File: config.mk
export PLATFORM = sky130hd
export DESIGN_NAME = alu
export DESIGN_NICKNAME = d
export VERILOG_FILES = /design/src/common/isaPkg.sv /design/src/common/ctrlPkg.sv /design/src/execute/alu.sv
export VERILOG_INCLUDE_DIRS = /design/src /design/src/common
export SDC_FILE = /design/constraint.sdc
export NUM_CORES = 2
export LEC_CHECK = 0
export BUFFER_PORTS_ARGS = -buffer_cell sky130_fd_sc_hd__buf_4
export CELL_PAD_IN_SITES_DETAIL_PLACEMENT = 1
export CELL_PAD_IN_SITES_GLOBAL_PLACEMENT = 2
export CORE_ASPECT_RATIO = 1.5
export CORE_MARGIN = 3
export CORE_UTILIZATION = 43
export DETAILED_ROUTE_END_ITERATION = 10
export GPL_TIMING_DRIVEN = 0
export PLACE_DENSITY = 0.87
export SYNTH_ARGS = -nofsm -noshare
export SYNTH_HDL_FRONTEND = slang
export SYNTH_SLANG_ARGS = --single-unit
File: constraint.sdc
create_clock -name vclk -period 18.9
set_clock_uncertainty 0.05 [all_clocks]
set_input_delay 0.945 -clock vclk [all_inputs]
set_output_delay 0.945 -clock vclk [all_outputs]
set_load 0.02 [all_outputs]
File: src/common/cpu_defs.svh
`ifndef CPU_DEFS_SVH
`define CPU_DEFS_SVH

// Datapath width
`define XLEN 32

// Architectural registers
`define REG_COUNT 32

// Data memory size in bytes
`define DMEM_BYTES 256

`endif

File: src/common/isaPkg.sv
`default_nettype none

package isaPkg;

    // Primary opcode field, instr[31:26]
    typedef enum logic [5:0] {
        opSpecial = 6'h00,
        opRegimm  = 6'h01,
        opJ       = 6'h02,
        opJal     = 6'h03,
        opBeq     = 6'h04,
        opBne     = 6'h05,
        opBlez    = 6'h06,
        opBgtz    = 6'h07,
        opAddi    = 6'h08,
        opSlti    = 6'h0A,
        opAndi    = 6'h0C,
        opOri     = 6'h0D,
        opXori    = 6'h0E,
        opMul     = 6'h1C,
        opLb      = 6'h20,
        opLh      = 6'h21,
        opLw      = 6'h23,
        opSb      = 6'h28,
        opSh      = 6'h29,
        opSw      = 6'h2B
    } opcodeE;

    // Function field under special, instr[5:0]
    // Mul takes the multiply slot so it cannot alias srl
    typedef enum logic [5:0] {
        fnSll = 6'h00, fnSrl = 6'h02, fnJr  = 6'h08, fnMul = 6'h18,
        fnAdd = 6'h20, fnSub = 6'h22, fnAnd = 6'h24, fnOr  = 6'h25,
        fnXor = 6'h26, fnNor = 6'h27, fnSlt = 6'h2A
    } functE;

    // Rt field under regimm
    typedef enum logic [4:0] {
        rmBltz = 5'h00,
        rmBgez = 5'h01
    } regimmE;

endpackage

`default_nettype wire

File: src/common/ctrlPkg.sv
`default_nettype none

package ctrlPkg;

    // ALU operation; aluUseFunct hands decode to the ALU
    typedef enum logic [3:0] {
        aluAdd, aluSub, aluAnd, aluOr, aluXor,
        aluNor, aluSlt, aluSll, aluSrl, aluMul,
        aluUseFunct = 4'hF
    } aluOpE;

    typedef enum logic [1:0] {dstRt, dstRd, dstLink} regDstE;

    typedef enum logic [1:0] {wbAlu, wbMem, wbLink} wbSrcE;

    typedef enum logic [1:0] {sizeWord, sizeHalf, sizeByte} memSizeE;

    // Branch condition, resolved in the PC unit
    typedef enum logic [2:0] {
        brNone, brEq, brNe, brGez, brLtz, brGtz, brLez
    } branchE;

    typedef enum logic [1:0] {jmpNone, jmpAbs, jmpReg} jumpE;

    typedef enum logic {extSign, extZero} immExtE;

endpackage

`default_nettype wire

File: src/execute/alu.sv
`default_nettype none

`include "cpu_defs.svh"

module alu (
    input  logic             clk,
    input  ctrlPkg::aluOpE   aluOp,
    input  isaPkg::functE    funct,
    input  logic             aluSrc,
    input  ctrlPkg::immExtE  immExt,
    input  logic [`XLEN-1:0] rsData,
    input  logic [`XLEN-1:0] rtData,
    input  logic [15:0]      imm,
    input  logic [4:0]       shamt,
    output logic [`XLEN-1:0] result
);

    logic [`XLEN-1:0] immX;
    logic [`XLEN-1:0] opB;
    ctrlPkg::aluOpE   op;

    assign immX = (immExt == ctrlPkg::extSign) ? {{(`XLEN-16){imm[15]}}, imm}
                                               : {{(`XLEN-16){1'b0}}, imm};
    assign opB  = aluSrc ? immX : rtData;

    // R-type ops come from the function field
    always_comb begin
        op = aluOp;
        if (aluOp == ctrlPkg::aluUseFunct) begin
            case (funct)
                isaPkg::fnSll: op = ctrlPkg::aluSll;
                isaPkg::fnSrl: op = ctrlPkg::aluSrl;
                isaPkg::fnMul: op = ctrlPkg::aluMul;
                isaPkg::fnSub: op = ctrlPkg::aluSub;
                isaPkg::fnAnd: op = ctrlPkg::aluAnd;
                isaPkg::fnOr:  op = ctrlPkg::aluOr;
                isaPkg::fnXor: op = ctrlPkg::aluXor;
                isaPkg::fnNor: op = ctrlPkg::aluNor;
                isaPkg::fnSlt: op = ctrlPkg::aluSlt;
                default:       op = ctrlPkg::aluAdd;
            endcase
        end
    end

    always_comb begin
        case (op)
            ctrlPkg::aluAdd: result = rsData + opB;
            ctrlPkg::aluSub: result = rsData - opB;
            ctrlPkg::aluAnd: result = rsData & opB;
            ctrlPkg::aluOr:  result = rsData | opB;
            ctrlPkg::aluXor: result = rsData ^ opB;
            ctrlPkg::aluNor: result = ~(rsData | opB);
            ctrlPkg::aluSlt: result = {{(`XLEN-1){1'b0}}, $signed(rsData) < $signed(opB)};
            // Shifts act on rt by shamt
            ctrlPkg::aluSll: result = rtData << shamt;
            ctrlPkg::aluSrl: result = rtData >> shamt;
            // Low word of the product
            ctrlPkg::aluMul: result = rsData * opB;
            default:         result = '0;
        endcase
    end

    // Function decode only for register-register forms
    aluFunctNoImm: assert property (@(posedge clk) (aluOp == ctrlPkg::aluUseFunct) |-> !aluSrc)
        else $error("alu: function decode with immediate operand");

endmodule

`default_nettype wire

### Yosys cells after proc, flatten, opt, wreduce, memory -nomap -nowiden

Index checks and enable logic that the tools add are counted.

* register bits: 0
* input port bits: 98
* output and inout port bits: 32
* word-level logic and storage cells: 35

* $add $sub $neg: 2
* multiply operators: 1
* magnitude comparators: 1
* equality and inequality tests: 18
* shift operators: 2
* mux-type cells: 5
* bitwise operators: 4
* reduce and logical (&&, ||, !) cells: 2

Operators with widths (count)
* $pmux 32 s10: 1
* $mux 32: 2
* $eq 6x6->1 const B: 6
* $pmux 4 s9: 1
* $add 32x32->32: 1
* $and 32x32->32: 1
* $lt 32x32->1: 1
* $mul 32x32->32: 1
* $not 32->32: 1
* $or 32x32->32: 1
* $shl 32x5->32: 1
* $shr 32x5->32: 1
* $sub 32x32->32: 1
* $xor 32x32->32: 1
* $eq 4x3->1 const B: 4
* $eq 4x4->1 const B: 3
* $eq 4x2->1 const B: 2
* $eq 6x2->1 const B: 1
* $eq 6x5->1 const B: 1
* $logic_not 6->1: 1
* $eq 4x1->1 const B: 1
* $logic_not 4->1: 1
* $mux 4: 1

### Depth between registers and ports, before layout

* depth in word-level cells: 5
* mapped depth: 30
* depth with buffers taken out: 28

### Worst setup path after synthesis

No wires, ideal clock.

* kind: input-to-output
* start: input aluSrc
* end: output result[30]
* arrival time: 8.225 ns
* required time: 17.905 ns
* path slack: 9.680 ns
* cell stages on the path: 28
* path buffers: 3
* cells stage by stage: buf_2 > buf_2 > mux2i_1 > clkbuf_1 > nor2_1 > fa_1 > inv_1 > fa_1 > fa_1 > fa_1 > inv_1 > fa_1 > inv_1 > fa_1 > inv_1 > fa_1 > fa_1 > ha_1 > a21o_1 > a21o_1 > a21oi_1 > nor2_1 > a211oi_1 > o31ai_1 > a31oi_1 > and4b_1 > a41oi_1 > nand4_1

* cells in the longest elaborated chain, start to end: 4
* elaborated cells on any way between the ends: 9

Ends and longest elaborated chain
* start, declared: RTL line alu.sv:9 `input logic aluSrc,`
* $mux 32 (*): RTL line alu.sv:24 `assign opB = aluSrc ? immX : rtData;`
* branches (longest 2 deep; another with $mul 32x32->32)
* $pmux 32 s10 (*): RTL line alu.sv:46 `case (op)`
* end, declared: RTL line alu.sv:15 `` output logic [`XLEN-1:0] result ``

Mark *: on every way between the ends.

### Worst setup path after layout

Ends and elaborated chain as after synthesis.

==> impl_metrics.ini <==
[status]
outcome = complete, but fails checks
violations = capacitance limit, slew limit

[setup_path]
end_kind = output port
start_kind = input port
cp.required_ns = 17.91
worst-setup-path-type = input port to output port
cp_max_fo = 10
cp.arrival_ns = 11.54

[routing]
drt-pass1-iter-count = 7
ant_nets = 0
routed_wirelength_mm = 138.8
wl_per_cell_um = 35.90
drcViolationCount = 0
vias = 25290
vias_per_cell = 6.539
drtIter0Drc = 2198

[timing]
setup-tns-final_ns = 0
hold_viol_final = 0
final_max_slew_viol_count = 1
setup_viol = 0
worst_slack_ns = 6.363
worst_pin_slew_ns = 1.495
fin_crit_sh_pct = 66.33
layout_min_cycle_time_ns = 12.54
slew_headroom_pct = -0.7101
fmax_ghz = 0.07976
rsz0062_at_grt = false

[floorplan]
design.core.area_um2 = 54920
die-area_um2 = 58620
io_pins = 130
die_w_um = 198.7
chipHeight_um = 295.0
rows = 105
initial_core_util_pct = 43.61

[synthesis]
yosys_warnings = 0
synth-seq-area-share_pct = 0
syn_nets = 3764
synthDistinctLibCells = 77
syn_area_um2 = 23950
synthCells = 3037
avgSynthCellArea_um2 = 7.886

[placement]
dp.cells = 3860
globalplace.congestion = 1.117
place_hpwl_mm = 117.7
preCtsSetupSlack_ns = 7.032
io_buffers = 120

[final_layout]
stdcell_count = 3867
nClkBuffers = 0
final_common_cell = inv_1
drive_gt1_share_pct = 7.867
final_util_pct = 47.10
nets = 3894
mostFrequentLayoutCells = inv_1 (493), nor2_1 (485), fa_1 (410)
seqCellArea_um2 = 0
n_fill_cell = 6810
area_growth_pct = 8.003
seq_cell_count = 0
multi_input_area_um2 = 21380

[clock_tree]
ctsResizeCount = 0
hold_buffers = 0
cts_setup_buffers = 0

[grt]
first_global_vias = 27580
grt_util_all_layers_pct = 47.01
antenna_found_initial = 5
grt_pass1_wl_mm = 195.7
grt_overflow = 0
grt_max_degree = 13

[worst_hold_path]
hold_path.class = input port to output port

[flow_run]
maxCapViolations = 1
path summary, 6_finish.rpt:
kind,startpoint,cells past startpoint,slack (ns),endpoint
setup / recovery,aluSrc,27,6.36,result[30]
hold / removal,rsData[31],6,2.53,result[0]
synth_stat cells, drive strengths merged (39+ instances only):
cell type / instances / share of area (%)
o21ai: 107 / 2.2
inv: 501 / 7.9
mux4: 44 / 4.1
a21oi: 149 / 3.1
buf: 39 / 0.75
ha: 219 / 11
fa: 410 / 34
xnor2: 59 / 2.2
mux2i: 79 / 3.3
nor2: 485 / 7.6
clkbuf: 135 / 2.1
nand2: 288 / 4.5
worst max-delay path, stage by stage:
cell and delay, ns:
buf_2 0.17, buf_2 0.31, mux2i_1 1.18, clkbuf_1 0.82, nor2_1 0.37, fa_1 0.63, inv_1 0.05, fa_1 0.45
fa_1 0.53, fa_1 0.55, inv_1 0.06, ha_1 0.28, ha_1 0.29, fa_1 0.52, fa_1 0.46, ha_1 0.36
a21oi_1 0.08, o21ai_0 0.49, nand2_1 0.15, nand3_1 0.11, a31oi_1 0.12, o31ai_1 1.20, a31oi_1 0.35, nand2b_1 0.27
a41oi_1 0.33, nand4_1 0.23, buf_4 0.22
kinds of logic (layout without fill, tap and decap cells):
logic type      Yosys count  count (layout)  synth area share, %
simple gates            956             956                16.83
buf+inv                 687             815                10.91
fa+ha+maj               629             629                45.71
compound gates          548             548                15.37
mux                     136             136                8.050
xor+xnor                 81              81                3.134
other cells               0               7                    0
routing by layer:
layer / track usage [%] / wire [um] / vias up
met5: 0 / 13 / -
met4: 51.13 / 20190 / 2
met3: 11.88 / 11810 / 766
met2: 76.21 / 63550 / 1658
met1: 46.52 / 43280 / 12640
li1: - / - / 10220
through the flow:
stage	area, um^2	hold slack (ns)
global route	25850	2.598
CTS	25850	2.540
global placement	25720	2.512
floorplan	23950	2.212
detailed placement	25850	2.532
finish	25870	2.534
cell type report:
cell class	count	share of cell area, %
Inverter	513	7.444
Timing Repair Buffer	128	3.816
Tap cell	695	3.362
Multi-Input combinational cell	2350	82.65
Buffer	174	2.656
Antenna cell	7	0.06772
