===== config.mk =====
export PLATFORM = sky130hd
export DESIGN_NAME = regFile
export DESIGN_NICKNAME = d
export VERILOG_FILES = /design/src/common/ctrlPkg.sv /design/src/logic/regFile.sv
export VERILOG_INCLUDE_DIRS = /design/src /design/src/common
export SDC_FILE = /design/constraint.sdc
export NUM_CORES = 2
export LEC_CHECK = 0
export BUFFER_PORTS_ARGS = -buffer_cell sky130_fd_sc_hd__buf_2
export CORE_ASPECT_RATIO = 0.9
export CORE_MARGIN = 10
export CORE_UTILIZATION = 65
export CTS_BUF_LIST = sky130_fd_sc_hd__clkbuf_2 sky130_fd_sc_hd__clkbuf_4 sky130_fd_sc_hd__clkbuf_8
export DETAILED_ROUTE_END_ITERATION = 10
export PLACE_DENSITY_LB_ADDON = 0.1
export SYNTH_ARGS = -nofsm -noshare
export SYNTH_HDL_FRONTEND = slang
export SYNTH_SLANG_ARGS = --single-unit

===== constraint.sdc =====
create_clock -name clk -period 3 [get_ports clk]
set_clock_uncertainty 0.15 [all_clocks]
set_input_delay 0.45 -clock clk [delete_from_list [all_inputs] [get_ports clk]]
set_output_delay 0.45 -clock clk [all_outputs]
set_load 0.05 [all_outputs]

===== src/common/cpu_defs.svh =====
`ifndef CPU_DEFS_SVH
`define CPU_DEFS_SVH

// Datapath width
`define XLEN 32

// Architectural registers
`define REG_COUNT 32

// Data memory size in bytes
`define DMEM_BYTES 256

`endif


===== src/common/ctrlPkg.sv =====
`default_nettype none

package ctrlPkg;

    // ALU operation; aluUseFunct hands decode to the ALU
    typedef enum logic [3:0] {
        aluAdd, aluSub, aluAnd, aluOr, aluXor,
        aluNor, aluSlt, aluSll, aluSrl, aluMul,
        aluUseFunct = 4'hF
    } aluOpE;

    typedef enum logic [1:0] {dstRt, dstRd, dstLink} regDstE;

    typedef enum logic [1:0] {wbAlu, wbMem, wbLink} wbSrcE;

    typedef enum logic [1:0] {sizeWord, sizeHalf, sizeByte} memSizeE;

    // Branch condition, resolved in the PC unit
    typedef enum logic [2:0] {
        brNone, brEq, brNe, brGez, brLtz, brGtz, brLez
    } branchE;

    typedef enum logic [1:0] {jmpNone, jmpAbs, jmpReg} jumpE;

    typedef enum logic {extSign, extZero} immExtE;

endpackage

`default_nettype wire


===== src/logic/regFile.sv =====
`default_nettype none

`include "cpu_defs.svh"

module regFile (
    input  logic             clk,
    input  logic             arstN,
    input  logic             regWrite,
    input  ctrlPkg::regDstE  regDst,
    input  ctrlPkg::wbSrcE   wbSrc,
    input  logic [4:0]       rsAddr,
    input  logic [4:0]       rtAddr,
    input  logic [4:0]       rdAddr,
    input  logic [`XLEN-1:0] aluResult,
    input  logic [`XLEN-1:0] loadData,
    input  logic [`XLEN-1:0] linkAddr,
    output logic [`XLEN-1:0] rsData,
    output logic [`XLEN-1:0] rtData,
    output logic             wbEn,
    output logic [4:0]       wbReg,
    output logic [`XLEN-1:0] wbData
);

    logic [`XLEN-1:0] regs [`REG_COUNT];

    always_comb begin
        case (regDst)
            ctrlPkg::dstRd:   wbReg = rdAddr;
            ctrlPkg::dstLink: wbReg = 5'(`REG_COUNT - 1);
            default:          wbReg = rtAddr;
        endcase
        case (wbSrc)
            ctrlPkg::wbMem:  wbData = loadData;
            ctrlPkg::wbLink: wbData = linkAddr;
            default:         wbData = aluResult;
        endcase
    end

    // No retire during reset or to r0
    assign wbEn   = regWrite && arstN && (wbReg != '0);
    assign rsData = (rsAddr == '0) ? '0 : regs[rsAddr];
    assign rtData = (rtAddr == '0) ? '0 : regs[rtAddr];

    always_ff @(posedge clk or negedge arstN) begin
        if (!arstN) begin
            regs <= '{default: '0};
        end else if (wbEn) begin
            regs[wbReg] <= wbData;
        end
    end

    wbRegInRange: assert property (@(posedge clk) disable iff (!arstN)
        wbEn |-> (wbReg < `REG_COUNT))
        else $error("regFile: bad writeback register %0d", wbReg);

endmodule

`default_nettype wire


# --- Word-level counts from Yosys, hierarchy flattened ---
# Cells that the tools add are included.
totals:
  inputBits: 118
  ram_bits: 0
  register_bits: 1024
  output_inout_bits: 102
  latchBits: 0
  wordCells: 62
  mem_bits_ro: 0
  memories: 0
classes:
  div_mod_pow: 0
  n_shift: 0
  mul: 0
  mux: 13
  n_addsub: 0
  bitwise_logic: 3
  reduce_logical: 6
  eq_ne: 4
  order_cmp: 4
op_table:
  columns: ["operator", "count"]
  rows:
  - ["1024-bit bitwise mux", 1]
  - ["32-bit binary-select mux with 5-bit select", 2]
  - ["32-bit two-way mux", 7]
  - ["32-bit demux with 5-bit select", 1]
  - ["32-bit one-hot mux with 2 select lines", 1]
  - ["6-bit >= comparator, second input constant", 3]
  - ["5-bit NOT with 6-bit output", 3]
  - ["5-bit logical NOT", 2]
  - ["5-bit one-hot mux with 2 select lines", 1]
  - ["6-bit by 1-bit less-than comparator with 1-bit output, second input constant", 1]
  - ["5-bit nonzero test", 1]
  - ["2-bit by 1-bit == test with 1-bit output, second input constant", 2]
  - ["2-bit == test, second input constant", 2]
  - ["1-bit logical AND", 3]

# --- Longest topological paths before layout ---
depth:
  depth_word: 8
  ltp_mapped: 10
  ltp_nobuf: 6

# --- Worst setup path before layout ---
# No wires, ideal clock.
synth_path:
  path_type: "in2out"
  from: "input port rsAddr[1]"
  to: "output port rsData[11]"
  path_buffers: 5
  path_slack_ns: -0.966
  cell_stages: 9
  t_arrival_ns: 3.366
  cell_sequence: "buf_2 buf_2 buf_2 buf_4 nor2_1 clkbuf_1 a22oi_1 a21oi_1 nor4_1"
synth_via:
  elab_chain_cells: 5
  elab_cells_between_ends: 6
  cone_classes: "mux (4); bitwise (1); reduce/logical (1)"
synth_lines:
  columns: ["element", "line", "source"]
  rows:
  - ["start: declaration", "regFile.sv:11", "input logic [4:0] rsAddr,"]
  - ["5-bit NOT with 6-bit output (not written as such)", "regFile.sv:41", "assign rsData = (rsAddr == '0) ? '0 : regs[rsAddr];"]
  - ["32-bit binary-select mux with 5-bit select", "regFile.sv:41", null]
  - ["32-bit two-way mux (not written as such) (2 in series)", "regFile.sv:41", null]
  - ["32-bit two-way mux *", "regFile.sv:41", null]
  - ["end: declaration", "regFile.sv:17", "output logic [`XLEN-1:0] rsData,"]
# Every way passes the cells marked *; elsewhere a longest branch is shown, timed or not. The select of a mux whose other input is x is not followed.

# --- Worst setup path in the final report ---
layout_path:
  from: "register regs[4] in the netlist's numbering"
  to: "output port rsData[4]"
layout_via:
  elab_chain_cells: 4
layout_lines:
  columns: ["element", "line", "source"]
  rows:
  - ["start: declaration", "regFile.sv:24", "logic [`XLEN-1:0] regs [`REG_COUNT];"]
  - ["start signal: indexed assignment", "regFile.sv:48", "regs[wbReg] <= wbData;"]
  - ["32-bit binary-select mux with 5-bit select", "regFile.sv:41", null]
  - ["32-bit two-way mux (not written as such) (2 in series)", "regFile.sv:41", null]
  - ["32-bit two-way mux", "regFile.sv:41", null]
# No other way between the ends. The select of a mux whose other input is x is not followed.

==> results.ini <==
[status]
status=finished, violations left
violations=antenna violations, negative setup slack

[setup_path]
worstSetupEndpointType=output port
cp_max_fo=3
slowest_stage=mux4_2
path_cells=mux4_2 -> mux4_2 -> o22ai_2 -> buf_6 -> nor3_4 -> buf_12
cp_top_family=multiplexers
critPathKind=flip-flop to output port
cp_slowest_stage_delay_ns=0.53
crit_arrival_ns=2.81
worstSetupStartpointType=flip-flop
cp_common_cell=mux4_2
crit_required_ns=2.40
path_buf_inv=2

[floorplanning]
start_util_pct=65.52
dieHeight_um=296.7
boundaryPins=220
die-area_mm2=0.09717
fp.dieW_um=327.5
rows=101
core_mm2=0.08442

[cts]
ctsRootBufferMaster=clkbuf_8
clock_path_buffers=3
clk_pin_slew_worst_paths_ns=0.06
numCtsBuffers=164
insertion_delay_ns=0.86
cts_tree=built
htreeDepth=4
cts.sinks=1024

[synth]
synth_compound_area_share_pct=5.597
synth_top_area_share_pct=46.33
synth.most_common_cell=dfrtp_1
async_flop_share_pct=100.0
yosysSeqAreaShare_pct=46.33
ys_top_cells_by_count=dfrtp_1, mux2_2, mux4_2
synth_edf_count=0
syn_area_mm2=0.05531
synth-simple-area-share_pct=2.219
synth_area_per_cell_um2=14.61
synth_fp_nets=3908
synth_fa_ha_area_share_pct=0.09049
ys_ff_latch=1024
synth.area.top_cells=dfrtp_1, mux2_2, mux4_2
yosysWarnings=0
synthDistinctLibCells=54
synth_top_flop_cell=dfrtp_1
synth_top_area_cell=dfrtp_1
netlist_instances=3786
synth-xor-area-share_pct=0
synthMuxAreaShare_pct=41.95
synth_top_family_by_area=multiplexers

[pwr]
peakVddDrop_mv=0.4701
power_density_mw_per_mm2=649.6
finalPower_mw=44.56
p_leak_nw=31.74

[timing]
slew_headroom_pct=21.29
worst_slew_pin_slew_ns=1.181
hold_viol_final=0
period_share_pct=113.6
fmax_mhz=293.4
setup_viol=64
rsz0062_at_grt=yes
hold_ws_ns=0.04964
min_period_ns=3.409
timing.final.ws_setup_ns=-0.4088
slew_violations=0

[global_routing]
grt_max_degree=175
track_usage_pct=39.24
grt-ovfl-total=0
grt_pass1_wl_um=283700
antenna_found_initial=5
grt_pass1_vias=42650

[final_layout]
nets=4405
syn_to_final_growth_pct=24.04
reg_top3=regs (1024)
max_flop_register=regs
drive_gt1_share_pct=62.61
largest_reg_flops=1024

[flow_run]
max_cap_violations=0

[drt]
drt_iter0_markers=4881
viasPerCell=7.343
antenna_left=1
route.detailed.drc=0
num_vias=40740
routedWlPerCell_um=34.77
routed_wl_um=192900
drt_first_pass_iters=7

[placement]
numPortBuffers=219
globalplace.congestion=0.9074
dp_hpwl_um=123800

[min_path]
min-delay-path-class=primary input to flip-flop

-- placed cells by master (no fill, tap or decap), types with 18 or more instances in the layout --
cell type     n
a2111oi_4    20
a211oi_2     40
a21oi_1      24
a22o_1       50
a22oi_1      96
buf_12      185
buf_2       142
buf_4       392
buf_6        54
clkbuf_4     54
clkbuf_8    208
dfrtp_1    1024
mux2_1       27
mux2_2      991
mux2i_1     251
mux4_2      405
nand2_1      35
nand3_2      18
nor2b_1      25
nor3_4       59
o21ai_2      32
o221ai_1     30
o22ai_1      34
-- per-layer routing --
metal  GRT usage, %  wire (um)  up-vias
li1               -          -    15760
met1          51.75      71390    21250
met2          57.92      86900     2978
met3          11.51      22830      759
met4          22.37      11760        4
met5              0         29        -
-- cells by family (layout without fill, tap and decap cells) --
family | count (synthesis) | in the layout
buffers and inverters | 453 | 1075
flip-flops | 1024 | 1024
adder cells (fa/ha/maj) | 4 | 4
AO/OA/AOI/OAI | 411 | 411
AND/OR/NAND/NOR | 211 | 211
multiplexers | 1683 | 1683
other | 0 | 8
-- area by class of cell --
type / instances / area [um^2]
diodes: 8 / 20.02
clock buffers: 262 / 3268
clock inverters: 29 / 359.1
fillers: 4485 / 15810
inverters: 5 / 18.77
multi-input cells: 2309 / 29850
flip-flops and latches: 1024 / 25620
well taps: 1133 / 1418
repair buffers: 779 / 8045
-- worst min-delay path, stage by stage --
cell and delay [ns]:
buf_2 0.07, nand2_1 0.05, o21ai_2 0.07, buf_12 0.20
mux2_2 0.18
-- final timing paths --
check                         startpoint    endpoint  slack, ns  depth (start not counted)
max                              regs[4]   rsData[4]      -0.41                          6
min                        aluResult[20]   regs[980]       0.05                          5
max reg2reg                    regs[532]   regs[532]       1.83                          3
min reg2reg                   regs[1016]  regs[1016]       0.24                          0
max in group asynchronous          arstN   regs[180]       1.11                          4
min in group asynchronous          arstN   regs[702]       0.06                          3
-- metrics by stage --
stage / std cells / setup TNS (ns) / worst slack [ns] / cell area (um^2) / utilization (%)
floorplan: 3786 / -0.1178 / -0.01491 / 56340 / -
global placement: 5155 / -25.32 / -0.2061 / 62940 / 74.56
detailed placement: 5155 / -46.03 / -0.2367 / 62940 / 74.56
CTS: 5520 / -16.55 / -0.4161 / 68130 / 80.70
global route: 5543 / -17.98 / -0.4469 / 68590 / 81.25
finish: 5549 / -14.29 / -0.4088 / 68600 / 81.27
-- repair_timing --
item,4_1_cts,5_1_grt
resized for setup,198,48
endpoints found under the setup margin,64,65
hold buffers,2,0
hold endpoints to repair,98,0
pin swaps,131,21
setup buffers,76,25
-- where the power goes --
part	internal [mW]	switching, mW	leakage, nW
Combinational	6.67	5.54	16.0
Sequential	16.7	2.37	13.9
Clock	7.44	5.88	1.92
Total	30.8	13.8	31.7
(Power assumes the default switching activity.)
