[config.mk]
export PLATFORM = sky130hd
export DESIGN_NAME = pcUnit
export DESIGN_NICKNAME = d
export VERILOG_FILES = /design/src/common/ctrlPkg.sv /design/src/logic/pcUnit.sv
export VERILOG_INCLUDE_DIRS = /design/src /design/src/common
export SDC_FILE = /design/constraint.sdc
export NUM_CORES = 1
export LEC_CHECK = 0
export ABC_AREA = 1
export CORE_AREA = 10 10 147 149
export DETAILED_ROUTE_END_ITERATION = 10
export DIE_AREA = 0 0 157 159
export DONT_BUFFER_PORTS = 1
export GPL_ROUTABILITY_DRIVEN = 0
export GPL_TIMING_DRIVEN = 0
export SLEW_MARGIN = 20
export SYNTH_ARGS = -nofsm -noshare
export SYNTH_HDL_FRONTEND = slang
export SYNTH_SLANG_ARGS = --single-unit
[constraint.sdc]
create_clock -name clk -period 3.6 [get_ports clk]
set_clock_uncertainty 0.1 [all_clocks]
set_input_delay 0.36 -clock clk [delete_from_list [all_inputs] [get_ports clk]]
set_output_delay 0.36 -clock clk [all_outputs]
set_load 0.1 [all_outputs]
[src/common/cpu_defs.svh]
`ifndef CPU_DEFS_SVH
`define CPU_DEFS_SVH

// Datapath width
`define XLEN 32

// Architectural registers
`define REG_COUNT 32

// Data memory size in bytes
`define DMEM_BYTES 256

`endif

[src/common/ctrlPkg.sv]
`default_nettype none

package ctrlPkg;

    // ALU operation; aluUseFunct hands decode to the ALU
    typedef enum logic [3:0] {
        aluAdd, aluSub, aluAnd, aluOr, aluXor,
        aluNor, aluSlt, aluSll, aluSrl, aluMul,
        aluUseFunct = 4'hF
    } aluOpE;

    typedef enum logic [1:0] {dstRt, dstRd, dstLink} regDstE;

    typedef enum logic [1:0] {wbAlu, wbMem, wbLink} wbSrcE;

    typedef enum logic [1:0] {sizeWord, sizeHalf, sizeByte} memSizeE;

    // Branch condition, resolved in the PC unit
    typedef enum logic [2:0] {
        brNone, brEq, brNe, brGez, brLtz, brGtz, brLez
    } branchE;

    typedef enum logic [1:0] {jmpNone, jmpAbs, jmpReg} jumpE;

    typedef enum logic {extSign, extZero} immExtE;

endpackage

`default_nettype wire

[src/logic/pcUnit.sv]
`default_nettype none

`include "cpu_defs.svh"

module pcUnit (
    input  logic             clk,
    input  logic             arstN,
    input  ctrlPkg::branchE  branch,
    input  ctrlPkg::jumpE    jump,
    input  logic [`XLEN-1:0] rsData,
    input  logic [`XLEN-1:0] rtData,
    input  logic [15:0]      imm,
    input  logic [25:0]      target,
    output logic [`XLEN-1:0] pc,
    output logic [`XLEN-1:0] linkAddr
);

    logic             taken;
    logic             rsZero;
    logic [`XLEN-1:0] branchAddr;
    logic [`XLEN-1:0] pcNext;

    assign linkAddr   = pc + 4;
    assign branchAddr = linkAddr + {{(`XLEN-18){imm[15]}}, imm, 2'b00};
    assign rsZero     = (rsData == '0);

    // Conditions on rs alone, except eq and ne
    always_comb begin
        case (branch)
            ctrlPkg::brEq:  taken = (rsData == rtData);
            ctrlPkg::brNe:  taken = (rsData != rtData);
            ctrlPkg::brGez: taken = !rsData[`XLEN-1];
            ctrlPkg::brLtz: taken = rsData[`XLEN-1];
            ctrlPkg::brGtz: taken = !rsData[`XLEN-1] && !rsZero;
            ctrlPkg::brLez: taken = rsData[`XLEN-1] || rsZero;
            default:        taken = 1'b0;
        endcase
    end

    always_comb begin
        if (jump == ctrlPkg::jmpReg) begin
            pcNext = rsData;
        end else if (jump == ctrlPkg::jmpAbs) begin
            pcNext = {linkAddr[`XLEN-1:28], target, 2'b00};
        end else if (taken) begin
            pcNext = branchAddr;
        end else begin
            pcNext = linkAddr;
        end
    end

    always_ff @(posedge clk or negedge arstN) begin
        if (!arstN) begin
            pc <= '0;
        end else begin
            pc <= pcNext;
        end
    end

endmodule

`default_nettype wire

# ---- Yosys cells after proc, flatten, opt, wreduce, memory -nomap -nowiden
# Index checks and enable logic that the tools add are counted.
dict set report word_totals {
  regBits 32
  input_bits 113
  output_inout_bits 64
  wordCells 22
}
dict set report classes {
  add_sub_neg 2
  n_eq_ne 10
  muxes 4
  reduce_logical 5
}
# op n
set op_table {}
lappend op_table {{two-way mux 32 bit} 3}
lappend op_table {{adder 32 x 3 -> 32 bit, second input constant} 1}
lappend op_table {{adder 32 bit} 1}
lappend op_table {{== test 32 bit} 1}
lappend op_table {{logical NOT 32 bit} 1}
lappend op_table {{!= test 32 bit} 1}
lappend op_table {{== test 3 bit, second input constant} 3}
lappend op_table {{== test 3 x 2 -> 1 bit, second input constant} 2}
lappend op_table {{one-hot mux 1 bit (6 select lines)} 1}
lappend op_table {{== test 3 x 1 -> 1 bit, second input constant} 1}
lappend op_table {{== test 2 x 1 -> 1 bit, second input constant} 1}
lappend op_table {{== test 2 bit, second input constant} 1}
lappend op_table {{logical NOT 1 bit} 2}
lappend op_table {{logical AND 1 bit} 1}
lappend op_table {{logical OR 1 bit} 1}

# ---- Longest topological paths before layout
# Gate-level depths: netlist of the first run.
dict set report logic_depth {
  ltp_word 7
  mapped_depth 24
  ltp_nobuf 24
}

# ---- Worst setup path after synthesis of the first run
# Ideal clock, no wire load.
dict set report synth_path {
  kind {reg2reg}
  start {register pc[2]}
  end {register pc[29]}
  setup_ns 0.118
  arrival_ns 4.930
  path_slack_ns -1.548
  stages_incl_launch_ff 22
  path_cell_list {dfrtp_1 -> ha_1 -> nand2_1 -> nor2_1 -> nand2_1 -> nor2_1 -> nand2_1 -> xnor2_1 -> ha_1 -> nand2_1 -> nand2_1 -> o21bai_1 -> nand2_1 -> nand2_1 -> a21oi_1 -> nand2_1 -> nand2_1 -> nand2_1 -> inv_1 -> nand3_1 -> nand3_1 -> nand2_1}
}
dict set report synth_between {
  elab_chain_cells 5
}
# element line_no
set synth_lines {}
lappend synth_lines {{from (decl)} pcUnit.sv:14} ;# output logic [`XLEN-1:0] pc,
lappend synth_lines {{from (signal assigned)} pcUnit.sv:56} ;# pc <= pcNext;
lappend synth_lines {{adder 32 x 3 -> 32 bit} pcUnit.sv:23} ;# assign linkAddr = pc + 4;
lappend synth_lines {{named net linkAddr[24]} pcUnit.sv:15} ;# output logic [`XLEN-1:0] linkAddr
lappend synth_lines {{adder 32 bit} pcUnit.sv:24} ;# assign branchAddr = linkAddr + {{(`XLEN-18){imm[15]}}, imm, 2'b00};
lappend synth_lines {{two-way mux 32 bit} pcUnit.sv:45} ;# end else if (taken) begin
lappend synth_lines {{two-way mux 32 bit} pcUnit.sv:43} ;# end else if (jump == ctrlPkg::jmpAbs) begin
lappend synth_lines {{two-way mux 32 bit} pcUnit.sv:41} ;# if (jump == ctrlPkg::jmpReg) begin
lappend synth_lines {{named net pcNext[29]} pcUnit.sv:21} ;# logic [`XLEN-1:0] pcNext;
# The timed path passes the listed nets, and every way through them passes these cells.

# ---- Worst setup path in the final report of the first run
dict set report layout_path {
  start {register pc[2]}
  end {register pc[24]}
}
# The elaborated chain is that of the path after synthesis.

==> impl_metrics.env, run 1 <==
export IMPL_cts_tree="done"
export IMPL_fin_util_pct=41.53
export IMPL_syn2layout_area_growth_pct=40.77
export IMPL_grt_pass1_wl_um=33390
export IMPL_io_pins=177
export IMPL_path_common_cell="nand2_1"
export IMPL_drv_slew=0
export IMPL_synth_fp_nets=1146
export IMPL_dr_pass1_iters=5
export IMPL_fin_nets=1185
export IMPL_synth_seq_cells=32
export IMPL_drive_gt1_share_pct=31.14
export IMPL_slowest_stage="dfrtp_4"
export IMPL_rows=50
export IMPL_dp_hpwl_um=18530
export IMPL_hold_viol=0
export IMPL_via_count=6211
export IMPL_portBuffers=0
export IMPL_violations="setup timing"
export IMPL_fp_dieW_um=157
export IMPL_grt_antenna_before_repair=0
export IMPL_min_period_ps=4118
export IMPL_drv_cap=0
export IMPL_reg_top3="pc (32)"
export IMPL_cp_start_kind="flip-flop"
export IMPL_yosysTopAreaCell="nand2_1"
export IMPL_critPathArrivalTime_ps=4230
export IMPL_top_register="pc"
export IMPL_grt_pass1_vias=6095
export IMPL_max_freq_mhz=242.9
export IMPL_die_h_um=159
export IMPL_core_area_um2=18580
export IMPL_drtIter0Drc=358
export IMPL_cpPeakStageDelay_ps=650
export IMPL_fin_crit_sh_pct=114.4
export IMPL_slew_headroom_pct=34.36
export IMPL_cts_sinks=32
export IMPL_root_buffer="clkbuf_16"
export IMPL_synth_area_leaders="nand2_1 (23%), dfrtp_1 (15%), inv_1 (11%), nand3_1 (9.7%), ha_1 (8.7%)"
export IMPL_synthesis_area_um2=5482
export IMPL_synthesis_instances=994
export IMPL_cts_buffer_depth=2
export IMPL_die_area_um2=24960
export IMPL_worst_setup_path_end_kind="flip-flop"
export IMPL_final_common_cell="nand2_1"
export IMPL_largest_reg_flops=32
export IMPL_yosysWarnings=0
export IMPL_ys_seq_area_share_pct=14.61
export IMPL_post_drt_via_cell_ratio=4.898
export IMPL_rsz0062_at_grt="true"
export IMPL_drt_wl_total_um=22320
export IMPL_ys_types=33
export IMPL_crit_type="reg -> reg"
export IMPL_antennaDiodeCount=0
export IMPL_worst_slack_ps=-517.6
export IMPL_synth_top_area_share_pct=22.87
export IMPL_final_cell_mix="nand2_1 (283), inv_1 (128), nor2_1 (87), nand3_1 (72), a21oi_1 (39)"
export IMPL_p_leak_uw=0.003665
export IMPL_htreeDepth=2
export IMPL_start_util_pct=29.50
export IMPL_cp_required_ps=3710
export IMPL_wl_per_cell_um=17.60
export IMPL_clk_pin_slew_ps=50
export IMPL_track_usage_pct=16.81
export IMPL_outcome="complete, but fails checks"
export IMPL_finalNonFillerCells=1268
export IMPL_cts_buffers=5
export IMPL_drc=0
export IMPL_avgSynthCellArea_um2=5.515
export IMPL_clock_latency_ps=280
export IMPL_setup_violations=26
export IMPL_final_antenna_net_count=0
export IMPL_worst_ir_drop_vdd_mv=0.2833
export IMPL_place_inst=1228
export IMPL_worst_hold_path_type="in -> reg"
export IMPL_grt_max_degree=33
export IMPL_p_per_area_nw_per_um2=648.6
export IMPL_crit_chain="ha_4 > nand2_4 > nor2_4 > nand2_4 > nor2_4 > xor2_2 > clkinvlp_4 > ha_4 > nand2_1 > inv_1 > nand3_1 > nor3_1 > nand3_1 > nand3_2 > xor2_2 > nand2_1 > nand3_2 > nand2_1 > nand2_1"
export IMPL_grt_overflow_total=0
export IMPL_crit_fanout=4
export IMPL_tightest_slew_ps=983.5
[path summary, 6_finish.rpt]
check | start | slack, ps | to | depth (start not counted)
worst max register to register | pc[2] | -520 | pc[24] | 19
max in group asynchronous | arstN | 2760 | pc[24] | 2
min in group asynchronous | arstN | 440 | pc[2] | 2
worst min-delay path | rsData[8] | 100 | pc[8] | 2
worst max-delay path | pc[2] | -520 | pc[24] | 19
worst min register to register | pc[0] | 910 | pc[0] | 2
[worst max-delay path, delay by kind of cell (launching register included)]
kind                       cells  cell delay [ps]
buffers and inverters          2              630
xor gates and xnor gates       2              410
and+or+nand+nor               13             1470
DFF                            1              650
adders and majority gates      2              770
[repair_timing]
| action | CTS | global route |
|---|---|---|
| hold buffers | 2 | 0 |
| hold endpoints to repair | 32 | 0 |
| buffers inserted | 19 | 11 |
| gates resized for setup | 134 | 115 |
| pin swaps | 62 | 94 |
| endpoints found under the setup margin | 25 | 27 |
[layout make-up]
cell class	count	area, µm²
well taps	234	292.8
multi-input cells	782	5305
fillers	1905	10860
clock inverters	2	35.03
plain buffers	20	118.9
repair buffers	32	266.5
flip-flops and latches	32	890.9
inverters	160	678.2
clock buffers	6	128.9
[cells in the mapped netlist (all sizes together)]
cell and count:
nand2 337, inv 159, nor2 125, nand3 107
a21oi 67, ha 38, xnor2 35, dfrtp 32
xor2 25, buf 15, nand4 10, nor3 8
o21bai 8, o21ai 6, clkbuf 5, or2 4
and2 3, nand3b 3, a21o 2, a31oi 1
clkinv 1, fa 1, nor3b 1, o21a 1
[cells by family after synthesis]
family / Yosys count / share of synthesized area (%)
flops: 32 / 14.61
compound gates: 85 / 8.286
simple gates: 598 / 45.35
buf+inv: 180 / 13.12
fa+ha+maj: 39 / 9.039
xor+xnor: 60 / 9.587
[where the power goes]
part,leakage [µW],switching (µW),internal (µW)
clock network,0.0000808,146,325
logic,0.00323,2230,1050
registers,0.000351,777,475
total,0.00366,3150,1850
[per-layer routing]
layer / track usage (%) / part of all wire, % / vias up / routed length, µm
met1: 19.93 / 41 / 2831 / 9169
li1: - / - / 3143 / -
met3: 4.074 / 7.7 / 33 / 1709
met5: 0 / 0 / - / 0
met2: 29.15 / 49 / 204 / 10880
met4: 4.764 / 2.5 / 0 / 569
[through the flow]
step / cell area [µm²] / hold slack [ps] / setup slack, ps / total power [µW] / setup TNS [ps]
after global routing: 7716 / 105.8 / -692.6 / 5304 / -14590
after global placement: 6165 / -34.65 / -664.4 / 3783 / -11460
final: 7716 / 96.12 / -517.6 / 5004 / -9565
after detailed placement: 6176 / -34.81 / -681.0 / 3796 / -11820
after floorplan: 5872 / -35.59 / -76.31 / 3300 / -392.4
after CTS: 7148 / 94.15 / -413.7 / 4651 / -8731
(Power assumes the default switching activity.)
==> inputs of run 2 (changes only) <==
- CTS_BUF_LIST: not set -> sky130_fd_sc_hd__clkbuf_8
==> impl_metrics.env, run 2 (synthesis results as in run 1) <==
export IMPL_grt_max_degree=33
export IMPL_clock_latency_ps=280
export IMPL_core_area_um2=18580
export IMPL_drt_wl_total_um=22570
export IMPL_hold_viol=0
export IMPL_p_leak_uw=0.003702
export IMPL_wl_per_cell_um=17.72
export IMPL_max_freq_mhz=242.6
export IMPL_fin_nets=1191
export IMPL_drv_cap=0
export IMPL_tightest_slew_ps=982.3
export IMPL_outcome="complete, but fails checks"
export IMPL_slew_headroom_pct=34.44
export IMPL_fin_crit_sh_pct=114.5
export IMPL_post_drt_via_cell_ratio=4.911
export IMPL_worst_ir_drop_vdd_mv=0.2952
export IMPL_rows=50
export IMPL_grt_antenna_before_repair=0
export IMPL_final_area_um2=7792
export IMPL_root_buffer="clkbuf_8"
export IMPL_cp_required_ps=3720
export IMPL_cp_start_kind="flip-flop"
export IMPL_p_per_area_nw_per_um2=636.8
export IMPL_place_inst=1228
export IMPL_critPathArrivalTime_ps=4240
export IMPL_start_util_pct=29.50
export IMPL_antennaDiodeCount=0
export IMPL_crit_fanout=4
export IMPL_final_common_cell="nand2_1"
export IMPL_cts_buffers=5
export IMPL_dr_pass1_iters=5
export IMPL_fp_dieW_um=157
export IMPL_final_cell_mix="nand2_1 (268), inv_1 (131), nor2_1 (84), nand3_1 (74), nand2_2 (40)"
export IMPL_cts_sinks=32
export IMPL_worst_slack_ps=-522.2
export IMPL_rsz0062_at_grt="true"
export IMPL_grt_overflow_total=0
export IMPL_htreeDepth=2
export IMPL_dp_hpwl_um=18530
export IMPL_clk_pin_slew_ps=70
export IMPL_netSwitchingFraction_pct=64.30
export IMPL_portBuffers=0
export IMPL_io_pins=177
export IMPL_place_area_um2=6176
export IMPL_violations="setup timing"
export IMPL_grt_pass1_vias=6107
export IMPL_die_h_um=159
export IMPL_finalNonFillerCells=1274
export IMPL_p_sw_uw=3191
export IMPL_worst_setup_path_end_kind="flip-flop"
export IMPL_track_usage_pct=16.82
export IMPL_cts_tree="done"
export IMPL_largest_reg_flops=32
export IMPL_via_count=6257
export IMPL_power_frac_comb_pct=68.1
export IMPL_reg_top3="pc (32)"
export IMPL_min_period_ps=4122
export IMPL_die_area_um2=24960
export IMPL_worst_hold_path_type="in -> reg"
export IMPL_setup_violations=26
export IMPL_drv_slew=0
export IMPL_internal_power_uw=1771
export IMPL_grt_pass1_wl_um=33410
export IMPL_drc=0
export IMPL_final_antenna_net_count=0
export IMPL_cts_buffer_depth=2
export IMPL_p_clk_share_pct=6.6
export IMPL_crit_type="reg -> reg"
export IMPL_syn2layout_area_growth_pct=42.16
export IMPL_top_register="pc"
export IMPL_drive_gt1_share_pct=33.46
export IMPL_seqPwrFrac_pct=25.3
export IMPL_drtIter0Drc=358
## run 2: per-layer routing
metal / global-route usage, % / up-vias / wire length [µm]
met5: 0 / - / 0
met1: 19.94 / 2840 / 9345
met4: 4.206 / 0 / 477
met3: 4.074 / 31 / 1662
met2: 29.42 / 219 / 11090
li1: - / 3167 / -
## run 2: per-stage QoR
stage	TNS [ps]	hold WS (ps)	util, %	total power (µW)	setup WS [ps]
floorplan	-392.4	-35.59	-	3300	-76.31
global route	-14420	89.23	41.94	5261	-677.4
finish	-9651	89.07	41.94	4962	-522.2
global placement	-11460	-34.65	33.18	3783	-664.4
CTS	-8819	77.07	38.38	4533	-420.9
detailed placement	-11820	-34.81	33.24	3796	-681.0
## run 2: power groups by stage
stage	sequential [µW]	combinational (µW)	clock (µW)
final	1260	3380	329
after global routing	1270	3640	351
after CTS	1250	2950	338
after detailed placement	1230	2560	0
after global placement	1230	2550	0
after floorplan	1170	2130	0
## run 2: timing repair
item,in CTS,in global routing
hold endpoints to repair,32,0
hold buffers,2,0
buffers inserted,20,16
setup endpoints to repair,25,27
gates cloned,0,0
gates resized for setup,139,137
pin swaps,62,75
## run 2: area by class of cell
type / instances / area [µm²]
flip-flops and latches: 32 / 888.4
multi-input cells: 782 / 5398
clock buffers: 5 / 68.82
well taps: 234 / 292.8
plain buffers: 20 / 118.9
clock inverters: 3 / 38.79
fillers: 1888 / 10790
inverters: 160 / 675.6
repair buffers: 38 / 311.5
## run 2: final timing paths
check,cells past startpoint,slack (ps),startpoint,end
min,2,90,rsData[8],pc[8]
max,19,-520,pc[2],pc[24]
max reg2reg,19,-520,pc[2],pc[24]
min in group asynchronous,2,430,arstN,pc[2]
min reg2reg,2,910,pc[0],pc[0]
max in group asynchronous,2,2770,arstN,pc[21]
## run 2: worst max-delay path, stage by stage, from the launching register on
cell	delay, ps
dfrtp_4	660
ha_4	210
nand2_4	60
nor2_4	200
nand2_4	90
nor2_4	180
xor2_2	230
clkinvlp_4	570
ha_4	570
nand2_2	90
inv_1	70
nand3_1	170
nor3_2	190
nand3_2	100
nand3_2	130
xor2_2	180
nand2_1	80
nand3_2	70
nand2_1	60
nand2_1	50
==> inputs of run 3 (changes only) <==
- CORE_AREA: 10 10 147 149 -> 2 2 139 141
- DIE_AREA: 0 0 157 159 -> 0 0 141 143
==> impl_metrics.env, run 3 (synthesis results as in run 1) <==
export IMPL_dp_hpwl_um=17010
export IMPL_power_frac_comb_pct=69.1
export IMPL_clock_latency_ps=290
export IMPL_drv_cap=0
export IMPL_start_util_pct=29.50
export IMPL_max_freq_mhz=246.0
export IMPL_dr_pass1_iters=7
export IMPL_cp_required_ps=3700
export IMPL_report_power_total_uw=5035
export IMPL_netSwitchingFraction_pct=63.93
export IMPL_drtIter0Drc=322
export IMPL_p_leak_uw=0.003740
export IMPL_clk_pin_slew_ps=70
export IMPL_grt_antenna_before_repair=0
export IMPL_antennaDiodeCount=0
export IMPL_seqCellArea_um2=889.6
export IMPL_post_drt_via_cell_ratio=4.938
export IMPL_root_buffer="clkbuf_8"
export IMPL_drv_slew=0
export IMPL_grt_pass1_wl_um=30930
export IMPL_cts_tree="done"
export IMPL_via_count=6311
export IMPL_fin_nets=1195
export IMPL_final_common_cell="nand2_1"
export IMPL_tightest_slew_ps=982.4
export IMPL_worst_ir_drop_vdd_mv=0.2265
export IMPL_portBuffers=0
export IMPL_multi_input_area_um2=5522
export IMPL_rows=50
export IMPL_grt_overflow_total=0
export IMPL_rsz0062_at_grt="true"
export IMPL_die_area_um2=20160
export IMPL_reg_top3="pc (32)"
export IMPL_p_per_area_nw_per_um2=629.9
export IMPL_worst_setup_path_end_kind="flip-flop"
export IMPL_post_place_ws_ps=-683.6
export IMPL_hold_viol=0
export IMPL_min_path_cells=2
export IMPL_fin_crit_sh_pct=112.9
export IMPL_cp_start_kind="flip-flop"
export IMPL_violations="setup timing"
export IMPL_slew_headroom_pct=34.50
export IMPL_worst_hold_path_type="in -> reg"
export IMPL_p_sw_uw=3219
export IMPL_outcome="complete, but fails checks"
export IMPL_grt_max_degree=33
export IMPL_final_antenna_net_count=0
export IMPL_p_clk_share_pct=5.9
export IMPL_largest_reg_flops=32
export IMPL_fp_dieW_um=141
export IMPL_top_register="pc"
export IMPL_min_period_ps=4065
export IMPL_core_area_um2=18580
export IMPL_drt_wl_total_um=21220
export IMPL_crit_type="reg -> reg"
export IMPL_syn2layout_area_growth_pct=45.81
export IMPL_internal_power_uw=1816
export IMPL_fin_tns_setup_ps=-9364
export IMPL_cts_sinks=32
export IMPL_drive_gt1_share_pct=35.06
export IMPL_final_cell_mix="nand2_1 (258), inv_1 (130), nor2_1 (84), nand3_1 (70), nand2_2 (52)"
export IMPL_wl_per_cell_um=16.60
export IMPL_grt_pass1_vias=5941
export IMPL_cts_buffer_depth=2
export IMPL_die_h_um=143
export IMPL_io_pins=177
export IMPL_seqPwrFrac_pct=25.0
export IMPL_track_usage_pct=19.58
export IMPL_setup_violations=26
export IMPL_critPathArrivalTime_ps=4160
export IMPL_reg2regPathDepth=19
export IMPL_worst_slack_ps=-464.6
export IMPL_cts_buffers=5
export IMPL_fill_cells=1873
export IMPL_drc=0
export IMPL_htreeDepth=2
export IMPL_crit_fanout=4
export IMPL_fin_hold_ws_ps=81.39
[run 3: changes by cell type in the layout (fill, tap and decap cells not counted), sizes merged]
cell / before / now
clkinvlp: 20 / 21
bufinv: 1 / 0
buf: 52 / 56
clkbuf: 10 / 12
clkinv: 2 / 1
inv: 140 / 139
[run 3: path summary, 6_finish.rpt]
path                           start  endpoint  slack [ps]
min in group asynchronous      arstN     pc[1]         400
hold / removal             rsData[6]     pc[6]          80
max in group asynchronous      arstN    pc[22]        2780
setup / recovery               pc[2]    pc[18]        -460
setup reg to reg               pc[2]    pc[18]        -460
hold reg to reg                pc[1]     pc[1]         930
[run 3: cell type report]
class | count | share of cell area [%]
flip-flops and latches | 32 | 11.13
multi-input cells | 782 | 69.08
clock buffers | 7 | 1.205
plain buffers | 20 | 1.487
clock inverters | 1 | 0.04696
well taps | 234 | 3.663
inverters | 160 | 8.563
repair buffers | 42 | 4.822
[run 3: metal layers]
layer	part of all wire, %	GRT usage (%)	up-vias
met2	50	34.92	204
met4	2.3	6.632	0
li1	-	-	3175
met1	42	24.32	2903
met5	0	0	-
met3	5.8	2.683	29
[run 3: power by group through the flow]
stage	combinational (µW)	clock, µW	sequential [µW]
floorplan	2130	0	1170
global placement	2540	0	1220
detailed placement	2550	0	1220
CTS	2900	300	1230
global route	3740	315	1270
finish	3480	296	1260
[run 3: metrics by stage]
stage / area (µm²) / util [%] / std cells
CTS: 7004 / 37.70 / 1258
detailed placement: 6176 / 33.24 / 1228
global route: 7993 / 43.02 / 1278
floorplan: 5872 / - / 994
finish: 7993 / 43.02 / 1278
global placement: 6165 / 33.18 / 1228
[run 3: timing repair]
action                     4_1_cts  5_1_grt
pin swaps                       44       93
hold buffers                     2        0
gates resized for setup        114      187
hold endpoints to repair        32        0
setup endpoints to repair       25       27
buffers inserted                20       20
[run 3: critical path, stage by stage (launching register included)]
cell,delay [ps]
dfrtp_4,660
clkinvlp_4,580
nor2_4,270
xor2_2,230
clkinvlp_4,500
ha_4,450
nand3_4,100
nand3_4,100
buf_12,150
nand2_4,50
nand3_4,90
inv_2,70
nor2_2,40
nor2_1,80
nand2_1,50
nand2_1,80
inv_1,40
nand2_1,60
nand3_1,100
a21oi_1,150
